$ cat src/core_pkg.sv
`default_nettype none

package core_pkg;

  //////////////////////////////////////////////////////////////////////
  // Widths and sizes
  //////////////////////////////////////////////////////////////////////

  localparam int XLEN       = 32;
  localparam int REG_ADDR_W = 5;
  localparam int NUM_REGS   = 32;

  // Fetch starts from boot_addr_i, PC regs idle at zero until then
  localparam logic [XLEN-1:0] PC_RESET = 32'h0000_0000;
  localparam logic [XLEN-1:0] PC_STEP  = 32'd4;

  // Whole word accesses only
  localparam logic [XLEN/8-1:0] BE_ALL = 4'b1111;

  //////////////////////////////////////////////////////////////////////
  // Encodings
  //////////////////////////////////////////////////////////////////////

  // Major opcodes of the supported RV32I subset
  typedef enum logic [6:0] {
    OPC_LUI    = 7'b0110111,
    OPC_OP_IMM = 7'b0010011,
    OPC_OP     = 7'b0110011,
    OPC_LOAD   = 7'b0000011,
    OPC_STORE  = 7'b0100011,
    OPC_BRANCH = 7'b1100011,
    OPC_JAL    = 7'b1101111
  } opcode_e;

  typedef enum logic [2:0] {
    ALU_ADD,
    ALU_SUB,
    ALU_AND,
    ALU_OR,
    ALU_XOR,
    ALU_SLT,
    ALU_EQ,
    ALU_NE
  } alu_op_e;

  typedef enum logic [1:0] {
    OP_A_RS1,
    OP_A_PC,
    OP_A_ZERO
  } op_a_sel_e;

  typedef enum logic [1:0] {
    OP_B_RS2,
    OP_B_IMM
  } op_b_sel_e;

  typedef enum logic [1:0] {
    WB_NONE,
    WB_ALU,
    WB_LSU,
    WB_PC4
  } wb_sel_e;

  // Decoded control bundle
  typedef struct packed {
    alu_op_e                 alu_op;
    op_a_sel_e               op_a_sel;
    op_b_sel_e               op_b_sel;
    wb_sel_e                 wb_sel;
    logic [XLEN-1:0]         imm;
    logic [REG_ADDR_W-1:0]   rs1;
    logic [REG_ADDR_W-1:0]   rs2;
    logic [REG_ADDR_W-1:0]   rd;
    logic                    is_load;
    logic                    is_store;
    logic                    is_branch;
    logic                    is_jal;
  } ctrl_t;

endpackage

`default_nettype wire

$ cat src/core_ifs.sv
`timescale 1ns/1ns
`default_nettype none

// Fetched instruction from fetch to decode/execute, plus redirect back
interface fetch_id_if import core_pkg::*; ();
  logic            instr_valid;
  logic [XLEN-1:0] instr_rdata;
  logic [XLEN-1:0] instr_pc;
  logic            instr_ready;
  logic            redirect;
  logic [XLEN-1:0] redirect_pc;

  modport source (
    output instr_valid, instr_rdata, instr_pc,
    input  instr_ready, redirect, redirect_pc
  );

  modport sink (
    input  instr_valid, instr_rdata, instr_pc,
    output instr_ready, redirect, redirect_pc
  );
endinterface

// Memory requests from decode/execute to the LSU
interface lsu_req_if import core_pkg::*; ();
  logic            req_valid;
  logic            req_we;
  logic [XLEN-1:0] req_addr;
  logic [XLEN-1:0] req_wdata;
  logic            req_ready;
  logic            resp_valid;
  logic [XLEN-1:0] resp_rdata;

  modport master (
    output req_valid, req_we, req_addr, req_wdata,
    input  req_ready, resp_valid, resp_rdata
  );

  modport slave (
    input  req_valid, req_we, req_addr, req_wdata,
    output req_ready, resp_valid, resp_rdata
  );
endinterface

`default_nettype wire

$ cat src/alu.sv
`timescale 1ns/1ns
`default_nettype none

module alu import core_pkg::*; (
  input  alu_op_e         op_i,
  input  logic [XLEN-1:0] a_i,
  input  logic [XLEN-1:0] b_i,
  output logic [XLEN-1:0] result_o,
  output logic            cmp_o
);

  logic [XLEN-1:0] sum;
  logic [XLEN-1:0] diff;
  logic            lt;
  logic            eq;

  assign sum  = a_i + b_i;
  assign diff = a_i - b_i;
  assign lt   = $signed(a_i) < $signed(b_i);
  assign eq   = (a_i == b_i);

  always_comb begin
    case (op_i)
      ALU_SUB: result_o = diff;
      ALU_AND: result_o = a_i & b_i;
      ALU_OR:  result_o = a_i | b_i;
      ALU_XOR: result_o = a_i ^ b_i;
      ALU_SLT: result_o = {{(XLEN-1){1'b0}}, lt};
      // ADD, and the branch ops which only need cmp_o
      default: result_o = sum;
    endcase
  end

  // Branch condition
  assign cmp_o = (op_i == ALU_NE) ? ~eq : eq;

endmodule

`default_nettype wire

$ cat src/decoder.sv
`timescale 1ns/1ns
`default_nettype none

module decoder import core_pkg::*; (
  input  logic [XLEN-1:0] instr_i,
  output ctrl_t           ctrl_o
);

  logic [2:0]      funct3;
  logic [6:0]      funct7;
  logic [XLEN-1:0] imm_i;
  logic [XLEN-1:0] imm_s;
  logic [XLEN-1:0] imm_b;
  logic [XLEN-1:0] imm_u;
  logic [XLEN-1:0] imm_j;

  assign funct3 = instr_i[14:12];
  assign funct7 = instr_i[31:25];

  // Sign-extended immediates per format
  assign imm_i = {{20{instr_i[31]}}, instr_i[31:20]};
  assign imm_s = {{20{instr_i[31]}}, instr_i[31:25], instr_i[11:7]};
  assign imm_b = {{19{instr_i[31]}}, instr_i[31], instr_i[7], instr_i[30:25],
                  instr_i[11:8], 1'b0};
  assign imm_u = {instr_i[31:12], 12'b0};
  assign imm_j = {{11{instr_i[31]}}, instr_i[31], instr_i[19:12], instr_i[20],
                  instr_i[30:21], 1'b0};

  always_comb begin
    // Anything unmatched falls through as a no-op
    ctrl_o           = '0;
    ctrl_o.alu_op    = ALU_ADD;
    ctrl_o.op_a_sel  = OP_A_RS1;
    ctrl_o.op_b_sel  = OP_B_IMM;
    ctrl_o.wb_sel    = WB_NONE;
    ctrl_o.rs1       = instr_i[19:15];
    ctrl_o.rs2       = instr_i[24:20];
    ctrl_o.rd        = instr_i[11:7];

    case (opcode_e'(instr_i[6:0]))
      OPC_LUI: begin
        ctrl_o.op_a_sel = OP_A_ZERO;
        ctrl_o.imm      = imm_u;
        ctrl_o.wb_sel   = WB_ALU;
      end
      OPC_OP_IMM: begin
        if (funct3 == 3'b000) begin
          ctrl_o.imm    = imm_i;
          ctrl_o.wb_sel = WB_ALU;
        end
      end
      OPC_OP: begin
        ctrl_o.op_b_sel = OP_B_RS2;
        ctrl_o.wb_sel   = WB_ALU;
        case ({funct7, funct3})
          10'b0000000_000: ctrl_o.alu_op = ALU_ADD;
          10'b0100000_000: ctrl_o.alu_op = ALU_SUB;
          10'b0000000_111: ctrl_o.alu_op = ALU_AND;
          10'b0000000_110: ctrl_o.alu_op = ALU_OR;
          10'b0000000_100: ctrl_o.alu_op = ALU_XOR;
          10'b0000000_010: ctrl_o.alu_op = ALU_SLT;
          default:         ctrl_o.wb_sel = WB_NONE;
        endcase
      end
      OPC_LOAD: begin
        if (funct3 == 3'b010) begin
          ctrl_o.imm     = imm_i;
          ctrl_o.is_load = 1'b1;
          ctrl_o.wb_sel  = WB_LSU;
        end
      end
      OPC_STORE: begin
        if (funct3 == 3'b010) begin
          ctrl_o.imm      = imm_s;
          ctrl_o.is_store = 1'b1;
        end
      end
      OPC_BRANCH: begin
        ctrl_o.op_b_sel = OP_B_RS2;
        ctrl_o.imm      = imm_b;
        if (funct3 == 3'b000) begin
          ctrl_o.alu_op    = ALU_EQ;
          ctrl_o.is_branch = 1'b1;
        end else if (funct3 == 3'b001) begin
          ctrl_o.alu_op    = ALU_NE;
          ctrl_o.is_branch = 1'b1;
        end
      end
      OPC_JAL: begin
        ctrl_o.op_a_sel = OP_A_PC;
        ctrl_o.imm      = imm_j;
        ctrl_o.wb_sel   = WB_PC4;
        ctrl_o.is_jal   = 1'b1;
      end
      default: begin
        ctrl_o.wb_sel = WB_NONE;
      end
    endcase
  end

endmodule

`default_nettype wire

$ cat src/if_stage.sv
`timescale 1ns/1ns
`default_nettype none

module if_stage import core_pkg::*; (
  input  logic            clk,
  input  logic            rst_ni,
  input  logic            fetch_enable_i,
  input  logic [XLEN-1:0] boot_addr_i,
  output logic            instr_req_o,
  output logic [XLEN-1:0] instr_addr_o,
  input  logic            instr_gnt_i,
  input  logic            instr_rvalid_i,
  input  logic [XLEN-1:0] instr_rdata_i,
  fetch_id_if.source      fetch_if
);

  logic            started_q;
  logic            req_q;
  logic            pend_q;
  logic            buf_valid_q;
  logic [XLEN-1:0] addr_q;
  logic [XLEN-1:0] next_pc_q;
  logic [XLEN-1:0] buf_rdata_q;
  logic [XLEN-1:0] buf_pc_q;
  logic            in_flight;
  logic            rsp_done;
  logic            consume;
  logic            slot_free;
  logic            issue;
  logic [XLEN-1:0] issue_addr;

  assign in_flight = req_q | pend_q;
  assign rsp_done  = pend_q & instr_rvalid_i;
  assign consume   = buf_valid_q & fetch_if.instr_ready;
  // Buffer is empty next cycle, or flushed by a redirect
  assign slot_free = ~buf_valid_q | consume | fetch_if.redirect;
  assign issue     = (started_q | fetch_enable_i) & ~in_flight & slot_free;

  assign issue_addr = fetch_if.redirect ? fetch_if.redirect_pc :
                      started_q         ? next_pc_q            : boot_addr_i;

  always_ff @(posedge clk or negedge rst_ni) begin
    if (!rst_ni) begin
      started_q   <= 1'b0;
      req_q       <= 1'b0;
      pend_q      <= 1'b0;
      buf_valid_q <= 1'b0;
      addr_q      <= PC_RESET;
      next_pc_q   <= PC_RESET;
    end else begin
      if (fetch_enable_i) begin
        started_q <= 1'b1;
      end
      if (issue) begin
        req_q     <= 1'b1;
        addr_q    <= issue_addr;
        next_pc_q <= issue_addr + PC_STEP;
      end else if (fetch_if.redirect) begin
        next_pc_q <= fetch_if.redirect_pc;
      end
      if (req_q && instr_gnt_i) begin
        req_q  <= 1'b0;
        pend_q <= 1'b1;
      end
      if (rsp_done) begin
        pend_q <= 1'b0;
      end
      if (consume || fetch_if.redirect) begin
        buf_valid_q <= 1'b0;
      end
      if (rsp_done && !fetch_if.redirect) begin
        buf_valid_q <= 1'b1;
      end
    end
  end

  always_ff @(posedge clk) begin
    if (rsp_done) begin
      buf_rdata_q <= instr_rdata_i;
      buf_pc_q    <= addr_q;
    end
  end

  assign instr_req_o          = req_q;
  assign instr_addr_o         = addr_q;
  assign fetch_if.instr_valid = buf_valid_q;
  assign fetch_if.instr_rdata = buf_rdata_q;
  assign fetch_if.instr_pc    = buf_pc_q;

  // Address held until the bus grants
  a_addr_stable: assert property (@(posedge clk) disable iff (!rst_ni)
    instr_req_o && !instr_gnt_i |=> instr_req_o && $stable(instr_addr_o));

endmodule

`default_nettype wire

$ cat src/id_ex_stage.sv
`timescale 1ns/1ns
`default_nettype none

module id_ex_stage import core_pkg::*; (
  input  logic      clk,
  input  logic      rst_ni,
  fetch_id_if.sink  fetch_if,
  lsu_req_if.master lsu_if
);

  typedef enum logic {
    IDLE,
    WAIT_MEM
  } state_e;

  state_e          state_q;
  state_e          state_d;
  ctrl_t           ctrl;
  logic [XLEN-1:0] rf_q [NUM_REGS];
  logic [XLEN-1:0] rs1_val;
  logic [XLEN-1:0] rs2_val;
  logic [XLEN-1:0] op_a;
  logic [XLEN-1:0] op_b;
  logic [XLEN-1:0] alu_result;
  logic [XLEN-1:0] br_tgt;
  logic [XLEN-1:0] wb_data;
  logic            alu_cmp;
  logic            is_mem;
  logic            exec;
  logic            rf_we;

  decoder u_decoder (
    .instr_i (fetch_if.instr_rdata),
    .ctrl_o  (ctrl)
  );

  // x0 reads as zero
  assign rs1_val = (ctrl.rs1 == '0) ? '0 : rf_q[ctrl.rs1];
  assign rs2_val = (ctrl.rs2 == '0) ? '0 : rf_q[ctrl.rs2];

  always_comb begin
    case (ctrl.op_a_sel)
      OP_A_PC:   op_a = fetch_if.instr_pc;
      OP_A_ZERO: op_a = '0;
      default:   op_a = rs1_val;
    endcase
  end

  assign op_b = (ctrl.op_b_sel == OP_B_RS2) ? rs2_val : ctrl.imm;

  alu u_alu (
    .op_i     (ctrl.alu_op),
    .a_i      (op_a),
    .b_i      (op_b),
    .result_o (alu_result),
    .cmp_o    (alu_cmp)
  );

  //////////////////////////////////////////////////////////////////////
  // Issue control
  //////////////////////////////////////////////////////////////////////

  assign is_mem = ctrl.is_load | ctrl.is_store;
  assign exec   = fetch_if.instr_valid & (state_q == IDLE);

  // Branch compares rs1/rs2 in the ALU, so its target needs its own adder
  assign br_tgt = fetch_if.instr_pc + ctrl.imm;

  assign fetch_if.redirect    = exec & (ctrl.is_jal | (ctrl.is_branch & alu_cmp));
  assign fetch_if.redirect_pc = ctrl.is_jal ? alu_result : br_tgt;
  assign fetch_if.instr_ready = (state_q == IDLE) ? ~is_mem : lsu_if.resp_valid;

  assign lsu_if.req_valid = exec & is_mem;
  assign lsu_if.req_we    = ctrl.is_store;
  assign lsu_if.req_addr  = alu_result;
  assign lsu_if.req_wdata = rs2_val;

  always_comb begin
    state_d = state_q;
    case (state_q)
      IDLE: begin
        if (lsu_if.req_valid && lsu_if.req_ready) begin
          state_d = WAIT_MEM;
        end
      end
      WAIT_MEM: begin
        if (lsu_if.resp_valid) begin
          state_d = IDLE;
        end
      end
      default: state_d = IDLE;
    endcase
  end

  always_ff @(posedge clk or negedge rst_ni) begin
    if (!rst_ni) begin
      state_q <= IDLE;
    end else begin
      state_q <= state_d;
    end
  end

  //////////////////////////////////////////////////////////////////////
  // Write-back
  //////////////////////////////////////////////////////////////////////

  always_comb begin
    case (ctrl.wb_sel)
      WB_LSU:  wb_data = lsu_if.resp_rdata;
      WB_PC4:  wb_data = fetch_if.instr_pc + PC_STEP;
      default: wb_data = alu_result;
    endcase
  end

  assign rf_we = (exec & ~is_mem & (ctrl.wb_sel != WB_NONE)) |
                 ((state_q == WAIT_MEM) & lsu_if.resp_valid & (ctrl.wb_sel == WB_LSU));

  always_ff @(posedge clk) begin
    if (rf_we && (ctrl.rd != '0)) begin
      rf_q[ctrl.rd] <= wb_data;
    end
  end

  // Flow change and memory access never issue together
  a_no_redirect_mem: assert property (@(posedge clk) disable iff (!rst_ni)
    !(fetch_if.redirect && lsu_if.req_valid));

endmodule

`default_nettype wire

$ cat src/load_store_unit.sv
`timescale 1ns/1ns
`default_nettype none

module load_store_unit import core_pkg::*; (
  input  logic              clk,
  input  logic              rst_ni,
  lsu_req_if.slave          lsu_if,
  output logic              data_req_o,
  input  logic              data_gnt_i,
  input  logic              data_rvalid_i,
  output logic              data_we_o,
  output logic [XLEN/8-1:0] data_be_o,
  output logic [XLEN-1:0]   data_addr_o,
  output logic [XLEN-1:0]   data_wdata_o,
  input  logic [XLEN-1:0]   data_rdata_i
);

  logic            req_q;
  logic            pend_q;
  logic            resp_q;
  logic            we_q;
  logic [XLEN-1:0] addr_q;
  logic [XLEN-1:0] wdata_q;
  logic [XLEN-1:0] rdata_q;
  logic            accept;

  // One access at a time
  assign lsu_if.req_ready = ~req_q & ~pend_q;
  assign accept           = lsu_if.req_valid & lsu_if.req_ready;

  always_ff @(posedge clk or negedge rst_ni) begin
    if (!rst_ni) begin
      req_q  <= 1'b0;
      pend_q <= 1'b0;
      resp_q <= 1'b0;
      we_q   <= 1'b0;
    end else begin
      resp_q <= pend_q & data_rvalid_i;
      if (accept) begin
        req_q <= 1'b1;
        we_q  <= lsu_if.req_we;
      end
      if (req_q && data_gnt_i) begin
        req_q  <= 1'b0;
        pend_q <= 1'b1;
      end
      if (pend_q && data_rvalid_i) begin
        pend_q <= 1'b0;
      end
    end
  end

  always_ff @(posedge clk) begin
    if (accept) begin
      addr_q  <= lsu_if.req_addr;
      wdata_q <= lsu_if.req_wdata;
    end
    // Store responses carry no data, the capture is harmless
    if (pend_q && data_rvalid_i) begin
      rdata_q <= data_rdata_i;
    end
  end

  assign data_req_o        = req_q;
  assign data_we_o         = we_q;
  assign data_be_o         = BE_ALL;
  assign data_addr_o       = addr_q;
  assign data_wdata_o      = wdata_q;
  assign lsu_if.resp_valid = resp_q;
  assign lsu_if.resp_rdata = rdata_q;

  a_req_stable: assert property (@(posedge clk) disable iff (!rst_ni)
    data_req_o && !data_gnt_i |=> data_req_o && $stable(data_addr_o));

endmodule

`default_nettype wire

$ cat src/core_top.sv
`timescale 1ns/1ns
`default_nettype none

module core_top import core_pkg::*; (
  input  logic              clk,
  input  logic              rst_ni,
  input  logic              fetch_enable_i,
  input  logic [XLEN-1:0]   boot_addr_i,

  // Instruction bus
  output logic              instr_req_o,
  output logic [XLEN-1:0]   instr_addr_o,
  input  logic              instr_gnt_i,
  input  logic              instr_rvalid_i,
  input  logic [XLEN-1:0]   instr_rdata_i,

  // Data bus
  output logic              data_req_o,
  output logic              data_we_o,
  output logic [XLEN/8-1:0] data_be_o,
  output logic [XLEN-1:0]   data_addr_o,
  output logic [XLEN-1:0]   data_wdata_o,
  input  logic              data_gnt_i,
  input  logic              data_rvalid_i,
  input  logic [XLEN-1:0]   data_rdata_i
);

  fetch_id_if u_fetch_if ();
  lsu_req_if  u_lsu_if ();

  if_stage u_if_stage (
    .clk            (clk),
    .rst_ni         (rst_ni),
    .fetch_enable_i (fetch_enable_i),
    .boot_addr_i    (boot_addr_i),
    .instr_req_o    (instr_req_o),
    .instr_addr_o   (instr_addr_o),
    .instr_gnt_i    (instr_gnt_i),
    .instr_rvalid_i (instr_rvalid_i),
    .instr_rdata_i  (instr_rdata_i),
    .fetch_if       (u_fetch_if)
  );

  id_ex_stage u_id_ex_stage (
    .clk      (clk),
    .rst_ni   (rst_ni),
    .fetch_if (u_fetch_if),
    .lsu_if   (u_lsu_if)
  );

  load_store_unit u_lsu (
    .clk           (clk),
    .rst_ni        (rst_ni),
    .lsu_if        (u_lsu_if),
    .data_req_o    (data_req_o),
    .data_gnt_i    (data_gnt_i),
    .data_rvalid_i (data_rvalid_i),
    .data_we_o     (data_we_o),
    .data_be_o     (data_be_o),
    .data_addr_o   (data_addr_o),
    .data_wdata_o  (data_wdata_o),
    .data_rdata_i  (data_rdata_i)
  );

endmodule

`default_nettype wire

$ cat config.mk
export PLATFORM = sky130hd
export DESIGN_NAME = core_top
export DESIGN_NICKNAME = d
export VERILOG_FILES = /design/src/core_pkg.sv /design/src/core_ifs.sv /design/src/alu.sv /design/src/decoder.sv /design/src/if_stage.sv /design/src/id_ex_stage.sv /design/src/load_store_unit.sv /design/src/core_top.sv
export SDC_FILE = /design/constraint.sdc
export NUM_CORES = 2
export LEC_CHECK = 0
export BUFFER_PORTS_ARGS = -buffer_cell sky130_fd_sc_hd__clkbuf_2
export CELL_PAD_IN_SITES_DETAIL_PLACEMENT = 0
export CELL_PAD_IN_SITES_GLOBAL_PLACEMENT = 1
export CORE_MARGIN = 5
export CORE_UTILIZATION = 35
export DETAILED_ROUTE_END_ITERATION = 7
export PLACE_DENSITY_LB_ADDON = 0.1
export SLEW_MARGIN = 15
export SYNTH_ARGS = -nofsm -noshare
export SYNTH_HDL_FRONTEND = slang
export SYNTH_HIERARCHICAL = 1
export SYNTH_SLANG_ARGS = --single-unit
$ cat constraint.sdc
create_clock -name clk -period 6.2 [get_ports clk]
set_input_delay 0.62 -clock clk [delete_from_list [all_inputs] [get_ports clk]]
set_output_delay 0.62 -clock clk [all_outputs]
set_load 0.1 [all_outputs]
==> metrics.yaml <==
run:
  drv_cap: 0
drt:
  antenna_left: 0
  drtIter0Drc: 4559
  routed_wl_mm: 274
  viasPerCell: 5.81
  firstDrtPassIters: 5
  avgRoutedWirePerCell_um: 33.7
  remaining_drc_errors: 0
  vias: 47200
power_and_ir_drop:
  power_frac_comb: 0.345
  clkPwrFrac: 0.293
  swShare: 0.331
  p_per_area_mw_per_mm2: 340
  p_total_mw: 29.7
  seq_power_share: 0.362
  switching_power_mw: 9.84
  power.leakage_nw: 31.5
  intPower_mw: 19.8
  vdd_drop_max_uv: 222
synth:
  synth.most_common_cell: "edfxtp_1"
  syn_inst: 4338
  synth-edff-count: 1184
  synth_area_leaders: "edfxtp_1 53%, mux4_2 22%, dfrtp_1 2.7%"
  syn_area_mm2: 0.0668
  ys.warnings.count: 6
  ys_seq_area_frac: 0.560
  synth_top_area_cell: "edfxtp_1"
  synth.distinct_cells: 108
  synth-seq-cells: 1257
  yosys_most_used_dff: "edfxtp_1"
  avgSynthCellArea_um2: 15.4
  yosysTopAreaCellShare: 0.532
  synth_async_sr_flop_share: 0.0581
  synth_commonest_cells: "1,184 x edfxtp_1, 640 x mux4_2, 319 x nand2_1"
worst_setup_path:
  startpoint_type: "flop"
  ff2ff_setup_slack_ns: -0.61
  critPathMaxFanout: 7
  path_buf_inv: 7
  crit_family: "simple AND/OR/NAND/NOR gates"
  crit_start: "u_if_stage/fetch_if.instr_rdata[20]$_DFFE_PP_"
  slowest_stage: "or4_4"
  worstReg2RegStart: "u_if_stage/fetch_if.instr_rdata[20]$_DFFE_PP_"
  cp_slowest_stage_delay_ns: 0.57
  cp_data_arrival_time_ns: 7.53
  critPathKind: "reg2reg"
  required_ns: 6.91
  end_kind: "flop"
sta:
  setup_viol: 54
  worst_slew_pin_slew_ns: 1.16
  final_max_slew_viol_count: 0
  setup_slack_ns: -0.613
  fmax_ghz: 0.147
  fin_skew_ns: 0.0373
  min_period_ns: 6.81
  hold_violations: 0
  fin_crit_sh: 1.10
  relSlewSlack: 0.224
  rsz0062_at_grt: "true"
  worst_hold_slack_ns: 0.0588
clock_tree:
  cts_tree: "yes"
  clock_sinks: 1257
  numCtsBuffers: 144
  insertion_delay_ns: 0.80
  path_clk_slew_ns: 0.07
  root_buffer: "clkbuf_16"
  htree_levels: 4
  clk_path_buf_depth: 3
global_route:
  grt_max_degree: 61
  grt_pass1_vias: 47300
  grt-ovfl-total: 0
  track_usage: 0.269
  grt_antenna_before_repair: 20
  grt_pass1_wl_mm: 375
worst_hold_path:
  hold_start: "instr_rdata_i[20]"
  hp-class: "in2reg"
finish:
  finalNonFillerCells: 8133
  fin_util: 0.460
  syn_to_final_growth_pct: 30.8
  drive_above_1_share: 0.440
  fin_nets: 5741
floorplan:
  die_area_mm2: 0.200
  fp.dieW_um: 447
  core-area_mm2: 0.190
  placementRows: 160
  die_h_um: 447
  ios: 206
  start_util: 0.352
place:
  port_buffers: 201
  gp_congestion: 0.967
  post-dp-hpwl_mm: 185
  dp.cells: 7642
status:
  status: "finished, violations left"
  violations: "negative setup slack"
## power groups by stage
stage | combinational, mW | clock, mW | sequential [mW]
2_1_floorplan | 4.16 | 0 | 11.4
3_3_place_gp | 9.12 | 0 | 10.9
3_5_place_dp | 9.11 | 0 | 10.9
4_1_cts | 9.70 | 8.89 | 10.8
5_1_grt | 10.7 | 9.24 | 10.8
6_report | 10.2 | 8.70 | 10.8
## stage by stage
| stage | TNS (ns) | worst slack, ns | area (um2) |
|---|---|---|---|
| after global placement | -131.52 | -1.25 | 77800 |
| after detailed placement | -146.92 | -1.27 | 77800 |
| after global routing | -18.13 | -0.827 | 87400 |
| after CTS | -7.13 | -0.555 | 85500 |
| after floorplan | 0 | 0.0299 | 67000 |
| final | -8.04 | -0.613 | 87400 |
## worst paths after layout
kind	endpoint	cells after the start
setup / recovery	u_if_stage/next_pc_q[30]$_DFFE_PN0P_	30
hold / removal	u_if_stage/fetch_if.instr_rdata[20]$_DFFE_PP_	1
setup reg to reg	u_if_stage/next_pc_q[30]$_DFFE_PN0P_	30
hold reg to reg	u_id_ex_stage/state_q$_DFF_PN0_	1
max in group asynchronous	u_if_stage/started_q$_DFFE_PN0P_	3
min in group asynchronous	u_if_stage/next_pc_q[3]$_DFFE_PN0P_	2
## final cells by class
| class | instances | area [um2] |
|---|---|---|
| fillers | 16600 | 103000 |
| flip-flops and latches | 1257 | 37400 |
| multi-input cells | 2667 | 29500 |
| repair buffers | 1298 | 12000 |
| clock buffers | 182 | 3810 |
| well taps | 2511 | 3140 |
| clock inverters | 74 | 946 |
| inverters | 137 | 528 |
| diodes | 7 | 17.5 |
## state kept, by name, summed over array words and instances (netlist names)
name / cells
u_id_ex_stage/rf_q: 1024
u_id_ex_stage/state_q: 1
u_if_stage/fetch_if.instr_pc: 32
u_if_stage/fetch_if.instr_rdata: 32
u_if_stage/fetch_if.instr_valid: 1
u_if_stage/instr_addr_o: 32
u_if_stage/instr_req_o: 1
u_if_stage/next_pc_q: 32
u_if_stage/pend_q: 1
u_if_stage/started_q: 1
u_lsu/data_addr_o: 32
u_lsu/data_req_o: 1
u_lsu/data_wdata_o: 32
u_lsu/data_we_o: 1
u_lsu/lsu_if.resp_rdata: 32
u_lsu/lsu_if.resp_valid: 1
u_lsu/pend_q: 1
## layout by cell type, fill, tap and decap left out, types with 75 or more instances in the layout
master	count
a21oi_1	186
buf_12	131
buf_4	805
clkbuf_16	155
clkbuf_2	200
edfxtp_1	1184
ha_1	108
inv_1	116
mux4_2	640
nand2_1	297
nand3_1	75
nor2_1	162
o21ai_0	137
## timing repair
action | CTS | global route
pin swaps | 25 | 73
hold buffers | 68 | 0
cloned | 18 | 10
setup endpoints to repair | 613 | 351
buffers inserted | 65 | 80
gates resized for setup | 275 | 274
hold endpoints to repair | 80 | 0
## logic make-up after synthesis
family	synth area share
buffers and inverters	0.0307
XOR/XNOR	0.0118
flip-flops	0.560
other	0.000169
AND/OR/NAND/NOR	0.0618
adder cells (fa/ha/maj)	0.0253
AO/OA/AOI/OAI	0.0732
multiplexers	0.237
## per-layer routing
metal	up-vias	GRT usage	wire length, um	part of all wire
li1	19900	-	-	-
met1	25000	0.354	111000	0.40
met2	1979	0.444	132000	0.48
met3	402	0.0445	17900	0.065
met4	4	0.117	13400	0.049
met5	-	0	27	0.000098
Power figures use the tool's default switching activity.
